===== config.mk =====
export PLATFORM = sky130hd
export DESIGN_NAME = uart_tx
export DESIGN_NICKNAME = d
export VERILOG_FILES = /design/src/hdl/uart_pkg.sv /design/src/hdl/uart_tx.sv
export VERILOG_INCLUDE_DIRS = /design/src /design/src/hdl
export SDC_FILE = /design/constraint.sdc
export NUM_CORES = 1
export LEC_CHECK = 0
export CAP_MARGIN = 20
export CORE_MARGIN = 5
export CORE_UTILIZATION = 40
export DETAILED_ROUTE_END_ITERATION = 8
export DONT_BUFFER_PORTS = 1
export PLACE_DENSITY = 0.57
export SLEW_MARGIN = 10
export SYNTH_ARGS = -nofsm -noshare
export SYNTH_HDL_FRONTEND = slang
export SYNTH_SLANG_ARGS = --single-unit

===== constraint.sdc =====
create_clock -name clk -period 2.39 [get_ports clk]
set_clock_uncertainty 0.1 [all_clocks]
set_input_delay 0.5975 -clock clk [delete_from_list [all_inputs] [get_ports clk]]
set_output_delay 0.5975 -clock clk [all_outputs]
set_load 0.01 [all_outputs]

===== src/hdl/mem_defines.svh =====
`ifndef MEM_DEFINES_SVH
`define MEM_DEFINES_SVH

// data RAM size in 32-bit words, must be a power of two.
`define MEM_WORDS 2048

// transmit ring, 256 byte addresses starting here.
`define MMIO_TX_BUF_BASE 32'hff000000

// tail index, written by the master to queue bytes.
`define MMIO_TX_TAIL_ADDR 32'hff000100

// head index, owned by the transmitter, read only on the bus.
`define MMIO_TX_HEAD_ADDR 32'hff000101

// serial bit time in clock cycles.
`define UART_CLKS_PER_BIT 8

`endif


===== src/hdl/uart_pkg.sv =====
`default_nettype none

package uart_pkg;

    // index into the 256 byte transmit ring.
    typedef logic [7:0] tx_idx_t;

    // serializer phases of one 8N1 frame.
    typedef enum logic [1:0] {
        st_idle,
        st_start,
        st_data,
        st_stop
    } tx_state_e;

endpackage

`default_nettype wire


===== src/hdl/uart_tx.sv =====
`timescale 1ns/1ps
`default_nettype none

`include "mem_defines.svh"

module uart_tx
    import uart_pkg::*;
(
    input  wire              clk,
    input  wire              rst,
    input  wire tx_idx_t     tail,
    output tx_idx_t          rd_idx,
    input  wire [7:0]        rd_byte,
    output tx_idx_t          head,
    output logic             tx
);

    localparam int cnt_bits = $clog2(`UART_CLKS_PER_BIT + 1);
    localparam logic [cnt_bits-1:0] cnt_last = cnt_bits'(`UART_CLKS_PER_BIT - 1);

    tx_state_e           state;
    tx_idx_t             head_q;
    logic [cnt_bits-1:0] baud_cnt;
    logic [2:0]          bit_cnt;
    logic [7:0]          shreg;
    logic                tx_q;
    logic                bit_done;
    logic                launch;

    assign bit_done = (baud_cnt == cnt_last);
    assign launch   = (state == st_idle) && (head_q != tail);  // queue not empty.

    always_ff @(posedge clk) begin
        if (rst) begin
            state    <= st_idle;
            head_q   <= '0;
            tx_q     <= 1'b1;
            baud_cnt <= '0;
            bit_cnt  <= '0;
        end else begin
            case (state)
                st_idle: begin
                    baud_cnt <= '0;
                    if (launch) begin
                        state <= st_start;
                        tx_q  <= 1'b0;  // start bit.
                    end
                end
                st_start: begin
                    baud_cnt <= bit_done ? '0 : baud_cnt + 1'b1;
                    if (bit_done) begin
                        state   <= st_data;
                        tx_q    <= shreg[0];
                        bit_cnt <= '0;
                    end
                end
                st_data: begin
                    baud_cnt <= bit_done ? '0 : baud_cnt + 1'b1;
                    if (bit_done) begin
                        if (bit_cnt == 3'd7) begin
                            state <= st_stop;
                            tx_q  <= 1'b1;  // stop bit.
                        end else begin
                            tx_q    <= shreg[1];  // next bit after the shift below.
                            bit_cnt <= bit_cnt + 3'd1;
                        end
                    end
                end
                st_stop: begin
                    baud_cnt <= bit_done ? '0 : baud_cnt + 1'b1;
                    if (bit_done) begin
                        state  <= st_idle;
                        head_q <= head_q + 8'd1;  // byte fully sent.
                    end
                end
                default: begin
                    state <= st_idle;
                    tx_q  <= 1'b1;
                end
            endcase
        end
    end

    // frame payload, LSB leaves first.
    always_ff @(posedge clk) begin
        if (launch) begin
            shreg <= rd_byte;
        end else if (state == st_data && bit_done) begin
            shreg <= {1'b0, shreg[7:1]};
        end
    end

    assign rd_idx = head_q;
    assign head   = head_q;
    assign tx     = tx_q;

    a_idle_line_high: assert property (
        @(posedge clk) disable iff (rst)
        state == st_idle |-> tx
    );

    // head only steps forward by one, and only over queued bytes.
    a_head_step: assert property (
        @(posedge clk) disable iff (rst)
        $changed(head_q) |-> (head_q == tx_idx_t'($past(head_q) + 8'd1))
                             && $past(head_q != tail)
    );

endmodule

`default_nettype wire


==> results of run 1 <==
cells in the final DEF (no fill, tap or decap), types with 2 or more instances in the layout:
master	count
edfxtp_1	8
nor2_1	14
nor3_1	5
or3_1	2
clkbuf_4	3
a22oi_1	2
a21oi_1	5
dfxtp_1	18
o21ai_0	5
nand3_1	2
mux2_4	7
nand2_1	13
mux2i_1	2
inv_1	6
xor2_1	12
buf_4	9
ha_1	8
xnor2_1	4
nand4_1	3
nor4_2	2
o31ai_1	2
through the flow:
stage | instances | worst slack, ns
after floorplan | 143 | 0.365
after global placement | 186 | 0.251
after detailed placement | 186 | 0.215
after CTS | 190 | 0.449
after global routing | 190 | 0.384
final | 190 | 0.471
power by group through the flow:
stage          clock, mW  combinational, mW  sequential, mW
2_1_floorplan          0              0.434           0.654
3_3_place_gp           0              0.477           0.671
3_5_place_dp           0              0.498           0.672
4_1_cts            0.311              0.499           0.664
5_1_grt            0.333              0.542           0.674
6_report           0.302              0.493           0.662
routing by layer:
layer  part of all wire  vias up  GRT usage
li1                   -      491          -
met1               0.47      441      0.146
met2               0.49        9      0.187
met3              0.027        2     0.0244
met4             0.0070        0     0.0468
met5                  0        -          0
kinds of logic (layout without fill, tap and decap cells):
group	Yosys count	after routing	synth area share
xor gates and xnor gates	16	16	0.0976
AOI/OAI and AO/OA	17	17	0.0767
buffers and inverters	18	19	0.0732
adders and majority gates	8	8	0.0697
and+or+nand+nor	49	49	0.177
DFF	26	26	0.418
muxes	9	9	0.0872
state kept, by name, summed over array words and instances (netlist names):
| register | flops |
|---|---|
| head | 8 |
| shreg | 8 |
| baud_cnt | 4 |
| bit_cnt | 3 |
| state | 2 |
| tx | 1 |
final timing paths:
check                                end  slack [ns]  cells past startpoint
setup / recovery      shreg[4]$_DFFE_PP_        0.47                      5
hold / removal      head[1]$_SDFFE_PP0P_        0.22                      1
setup reg to reg      shreg[4]$_DFFE_PP_        0.47                      5
hold reg to reg   baud_cnt[0]$_SDFF_PP0_        0.36                      1
area by class of cell:
class	instances	area share
Clock buffer	3	0.0147
Clock inverter	1	0.0196
Inverter	6	0.0147
Timing Repair Buffer	9	0.0442
Multi-Input combinational cell	99	0.477
Sequential cell	26	0.392
Tap cell	46	0.0376
critical path, delay by kind of cell, from the launching register on:
| kind | cells | cell delay [ns] |
|---|---|---|
| and+or+nand+nor | 1 | 0.38 |
| DFF | 1 | 0.35 |
| muxes | 1 | 0.32 |
| buffers and inverters | 1 | 0.20 |
| AOI/OAI and AO/OA | 1 | 0.18 |
| xor gates and xnor gates | 1 | 0.17 |
==> impl_metrics.sql, run 1 <==
INSERT INTO impl_metrics (metric_group, metric, value, unit) VALUES
('outcome', 'result_of_the_run', 'finished clean', ''),
('cts', 'worst_setup_hold_path_clk_slew', '0.14', 'ns'),
('sta', 'timing.fmax', '521', 'MHz'),
('setup_path', 'timing.critical_path.slowest_stage_cell', 'nor4_2', ''),
('sta', 'final.hold.worst_slack', '0.222', 'ns'),
('route', 'avgRoutedWirePerCell', '14.2', 'um'),
('route', 'number_of_iterations_in_the_first_detailed_routing_pass', '4', ''),
('flow_run', 'max-cap-violations', '0', ''),
('cts', 'cts_buffers', '3', ''),
('cts', 'post_cts_hold_buffer_count', '0', ''),
('floorplan', 'initial_core_util', '0.420', ''),
('sta', 'finalHoldViolations', '0', ''),
('cts', 'tritoncts_sinks', '26', ''),
('power_and_ir_drop', 'leakage', '0.640', 'nW'),
('logic_synthesis', 'syn-mean-instance-area', '10.0', 'um^2'),
('sta', 'period_minus_slack', '1.92', 'ns'),
('power_and_ir_drop', 'max-vdd-ir-drop', '0.000304', 'V'),
('route', 'drt.antenna.violating_nets', '0', ''),
('power_and_ir_drop', 'power.switching', '0.428', 'mW'),
('setup_path', 'worstSetupStartpointType', 'register', ''),
('placed_design', 'gp_routability_congestion', '0.772', ''),
('finish', 'flow.area_growth_from_synthesis', '6.63', '%'),
('power_and_ir_drop', 'clock_power_share', '0.207', ''),
('logic_synthesis', 'synth_largest_area_cell', 'dfxtp_1', ''),
('floorplan', 'row_count', '21', ''),
('route', 'remaining_drc_errors', '0', ''),
('route', 'detail_route.iter0.violations', '28', ''),
('logic_synthesis', 'yosys-top-cells-area', 'dfxtp_1 (25%), edfxtp_1 (17%), mux2_4 (7.3%)', ''),
('route', 'route.detailed.vias_per_inst', '4.96', ''),
('floorplan', 'design.core.area', '3420', 'um^2'),
('finish', 'fillCellCount', '330', ''),
('setup_path', 'path_cells', 'xor2_1, nor4_2, a21bo_1, buf_4, mux2_4', ''),
('global_routing', 'grt_first_pass_wirelength', '4590', 'um'),
('logic_synthesis', 'synthTopCellsByCount', 'dfxtp_1 (18), nor2_1 (14), nand2_1 (13), xor2_1 (12)', ''),
('power_and_ir_drop', 'power_density', '952', 'nW/um^2'),
('sta', 'rsz0062_at_grt', 'false', ''),
('logic_synthesis', 'synth_top_area_share', '0.251', ''),
('sta', 'totalNegativeSetupSlack', '0', 'ns'),
('logic_synthesis', 'postSynth.asyncResetShare', '0', ''),
('power_and_ir_drop', 'fraction_of_power_spent_switching_nets', '0.294', ''),
('power_and_ir_drop', 'total_power', '1.46', 'mW'),
('global_routing', 'antenna_found_initial', '0', ''),
('power_and_ir_drop', 'power.sequential.fraction', '0.454', ''),
('logic_synthesis', 'post_synth_num_cell_types', '33', ''),
('finish', 'antennaDiodeCount', '0', ''),
('finish', 'drive_above_1_share', '0.167', ''),
('power_and_ir_drop', 'power.share.combinational', '0.338', ''),
('logic_synthesis', 'ys.warnings.count', '0', ''),
('sta', 'worst_slew_pin_slew', '0.365', 'ns'),
('finish', 'area_used_by_multi_input_combinational_logic', '729', 'um^2'),
('global_routing', 'groute.usage.overall', '0.115', ''),
('sta', 'final_count_of_pins_violating_max_slew', '0', ''),
('logic_synthesis', 'synth.net_count', '169', ''),
('cts', 'clock_root_buffer_master', 'clkbuf_4', ''),
('floorplan', 'io_pins', '35', ''),
('worst_hold_path', 'hold_path_class', 'in2reg', ''),
('global_routing', 'pin_count_of_the_biggest_net_entering_global_routing', '17', ''),
('floorplan', 'die_ar', '4890', 'um^2'),
('setup_path', 'slowest_delay', '0.38', 'ns'),
('setup_path', 'worstPathMaxFanout', '9', ''),
('global_routing', 'grt_overflow_total', '0', ''),
('logic_synthesis', 'synth.ff_latch_count', '26', ''),
('cts', 'cts-root-to-sink-buffers', '2', ''),
('sta', 'setup_viol_count_final', '0', ''),
('finish', 'final_net_count', '171', ''),
('setup_path', 'worstSetupPathType', 'reg2reg', ''),
('placed_design', 'place_area', '1480', 'um^2'),
('placed_design', 'port-buffer-count', '0', ''),
('route', 'overall_routed_net_length', '2700', 'um'),
('sta', 'slew-limit-headroom', '0.754', ''),
('finish', 'final_cell_area', '1530', 'um^2');
No activity file was read; power rests on OpenSTA's default activity.
==> run 2, diff against run 1 <==
--- a/config.mk
+++ b/config.mk
@@ -6,6 +6,7 @@
 export SDC_FILE = /design/constraint.sdc
 export NUM_CORES = 1
 export LEC_CHECK = 0
+export ABC_AREA = 1
 export CAP_MARGIN = 20
 export CORE_MARGIN = 5
 export CORE_UTILIZATION = 40
==> constraint.sdc (replaced) <==
create_clock -name clk -period 1.9 [get_ports clk]
set_clock_uncertainty 0.1 [all_clocks]
set_input_delay 0.475 -clock clk [delete_from_list [all_inputs] [get_ports clk]]
set_output_delay 0.475 -clock clk [all_outputs]
set_load 0.01 [all_outputs]
==> impl_metrics.sql, run 2 <==
INSERT INTO impl_metrics (metric_group, metric, value, unit) VALUES
('logic_synthesis', 'fraction_of_the_mapped_netlist_area_in_adder_cells', '0.0685', ''),
('setup_path', 'worstSetupStartpointType', 'register', ''),
('global_routing', 'groute.usage.overall', '0.118', ''),
('route', 'avgRoutedWirePerCell', '11.8', 'um'),
('floorplan', 'die-height', '70.4', 'um'),
('sta', 'setup_viol_count_final', '0', ''),
('route', 'num_vias', '1168', ''),
('floorplan', 'floorplan.die.width', '70.4', 'um'),
('flow_run', 'max-cap-violations', '0', ''),
('power_and_ir_drop', 'total_power', '1.78', 'mW'),
('logic_synthesis', 'syn-instance-count', '191', ''),
('finish', 'drive_above_1_share', '0.138', ''),
('logic_synthesis', 'synth-compound-area-share', '0.0822', ''),
('route', 'drt.antenna.violating_nets', '0', ''),
('setup_path', 'worst_setup_path_end_kind', 'register', ''),
('logic_synthesis', 'postSynth.asyncResetShare', '0', ''),
('cts', 'worst_setup_hold_path_clk_slew', '0.09', 'ns'),
('logic_synthesis', 'synth_largest_area_cell', 'dfxtp_1', ''),
('floorplan', 'row_count', '22', ''),
('floorplan', 'io_pins', '35', ''),
('finish', 'layout_commonest_cell', 'nand2_1', ''),
('cts', 'cts-root-to-sink-buffers', '2', ''),
('route', 'route.detailed.vias_per_inst', '4.79', ''),
('cts', 'tritoncts_sinks', '26', ''),
('setup_path', 'critPathRequiredTime', '1.97', 'ns'),
('route', 'detail_route.iter0.violations', '41', ''),
('worst_hold_path', 'hold_path_class', 'in2reg', ''),
('global_routing', 'grt_overflow_total', '0', ''),
('power_and_ir_drop', 'max-vdd-ir-drop', '0.000466', 'V'),
('global_routing', 'grt_first_pass_wirelength', '4750', 'um'),
('floorplan', 'die_ar', '4960', 'um^2'),
('setup_path', 'crit_arrival', '1.72', 'ns'),
('setup_path', 'worstSetupPathType', 'reg2reg', ''),
('placed_design', 'hpwl', '2290', 'um'),
('finish', 'final_net_count', '223', ''),
('logic_synthesis', 'synth_top_area_share', '0.247', ''),
('logic_synthesis', 'synth_top_family_by_area', 'simple AND/OR/NAND/NOR gates', ''),
('finish', 'layout_common_cells', 'nand2_1 (52), inv_1 (24), dfxtp_1 (18)', ''),
('floorplan', 'initial_core_util', '0.405', ''),
('logic_synthesis', 'synth_edf_count', '8', ''),
('sta', 'period_minus_slack', '1.65', 'ns'),
('logic_synthesis', 'ys.warnings.count', '0', ''),
('power_and_ir_drop', 'leakage', '0.740', 'nW'),
('logic_synthesis', 'yosys-top-cells-area', 'dfxtp_1 (25%), edfxtp_1 (16%), nand2_1 (13%)', ''),
('sta', 'rsz0062_at_grt', 'false', ''),
('sta', 'totalNegativeSetupSlack', '0', 'ns'),
('cts', 'post_cts_hold_buffer_count', '0', ''),
('sta', 'finalHoldViolations', '0', ''),
('cts', 'post-cts-setup-buffers', '0', ''),
('cts', 'insertion_delay', '0.27', 'ns'),
('finish', 'flow.area_growth_from_synthesis', '9.67', '%'),
('logic_synthesis', 'ys.flop_type', 'dfxtp_1', ''),
('logic_synthesis', 'synth-seq-area-share', '0.411', ''),
('global_routing', 'first_global_vias', '1076', ''),
('setup_path', 'worstPathMaxFanout', '6', ''),
('logic_synthesis', 'synthMuxAreaShare', '0', ''),
('logic_synthesis', 'post_synth_num_cell_types', '27', ''),
('outcome', 'result_of_the_run', 'finished clean', ''),
('placed_design', 'port-buffer-count', '0', ''),
('global_routing', 'antenna_found_initial', '0', ''),
('logic_synthesis', 'syn-cell-area', '1460', 'um^2'),
('logic_synthesis', 'synth.ff_latch_count', '26', ''),
('floorplan', 'design.core.area', '3610', 'um^2'),
('sta', 'final_count_of_pins_violating_max_slew', '0', ''),
('sta', 'worst_slew_pin_slew', '0.333', 'ns'),
('cts', 'cts_buffers', '3', ''),
('cts', 'cts_resized', '0', ''),
('route', 'number_of_iterations_in_the_first_detailed_routing_pass', '4', ''),
('global_routing', 'pin_count_of_the_biggest_net_entering_global_routing', '16', ''),
('route', 'remaining_drc_errors', '0', ''),
('logic_synthesis', 'synth.net_count', '217', ''),
('sta', 'slew-limit-headroom', '0.778', ''),
('finish', 'antennaDiodeCount', '0', ''),
('logic_synthesis', 'synth_most_common_cell', 'nand2_1', ''),
('placed_design', 'gp_routability_congestion', '0.720', ''),
('route', 'overall_routed_net_length', '2880', 'um'),
('logic_synthesis', 'synthTopCellsByCount', 'nand2_1 (52), inv_1 (24), dfxtp_1 (18), nor2_1 (16)', ''),
('power_and_ir_drop', 'power_density', '1110', 'nW/um^2'),
('logic_synthesis', 'post_synth_and_or_nand_nor_area_fraction', '0.308', ''),
('logic_synthesis', 'synth-xor-area-share', '0.0180', ''),
('cts', 'tritoncts_clock_tree', 'built', ''),
('logic_synthesis', 'syn-mean-instance-area', '7.65', 'um^2'),
('cts', 'clock_root_buffer_master', 'clkbuf_8', ''),
('sta', 'period_share', '0.866', ''),
('cts', 'h-tree-depth', '1', ''),
('sta', 'timing.fmax', '608', 'MHz');
-- run 2: cell types whose count changed after synthesis, sizes merged, moves of 7 or more --
cell / previous run / this run
xor2: 12 / 0
nand3: 2 / 14
a21oi: 5 / 12
nand2: 13 / 56
inv: 6 / 25
mux2: 7 / 0
-- run 2: cell type report --
class | instances | area, um^2
clock inverter | 1 | 30.0
inverter | 26 | 98.8
tap | 48 | 60.1
timing repair buffer | 10 | 75.1
clock buffer | 3 | 41.3
multi-input combinational | 130 | 697
sequential | 26 | 601
fill | 363 | 2000
-- run 2: power breakdown --
part,internal (mW),switching [mW],total [mW]
clock network,0.282,0.179,0.461
logic,0.180,0.326,0.507
registers,0.751,0.0630,0.814
total,1.21,0.568,1.78
-- run 2: worst max-delay path, cell delays in order, from the launching register on --
cell and delay (ns):
dfxtp_1 0.39, inv_1 0.09, ha_1 0.27, inv_1 0.10, nand3b_1 0.07, nand2_1 0.06, inv_1 0.05, nor2_1 0.19
nand3_1 0.11, nand2_1 0.07, nor2_1 0.04
-- run 2: metrics by stage --
step | instance area (um^2) | utilization | hold slack (ns) | setup WS (ns) | std cells
floorplan | 1460 | - | 0.318 | 0.302 | 191
global route | 1600 | 0.444 | 0.146 | 0.0891 | 244
detailed placement | 1530 | 0.425 | 0.354 | 0.184 | 240
finish | 1600 | 0.444 | 0.156 | 0.254 | 244
global placement | 1530 | 0.425 | 0.331 | 0.216 | 240
CTS | 1600 | 0.444 | 0.151 | 0.248 | 244
-- run 2: final timing paths --
check	start	to	slack (ns)	depth (start not counted)
min reg2reg	bit_cnt[2]$_SDFFE_PP0P_	bit_cnt[2]$_SDFFE_PP0P_	0.36	2
max reg2reg	state[0]$_SDFFE_PP0P_	state[1]$_SDFFE_PP0P_	0.25	10
max	state[0]$_SDFFE_PP0P_	state[1]$_SDFFE_PP0P_	0.25	10
min	rst	bit_cnt[2]$_SDFFE_PP0P_	0.16	1
-- run 2: metal layers --
layer	wire (um)	global-route usage	up-vias
li1	-	-	614
met1	1390	0.153	524
met2	1330	0.190	24
met3	115	0.0288	6
met4	42	0.0362	0
met5	0	0	-
-- run 2: cell families after synthesis --
family	after synthesis
AO/OA/AOI/OAI	22
buffers and inverters	35
adder cells (fa/ha/maj)	8
AND/OR/NAND/NOR	97
XOR/XNOR	3
flip-flops	26
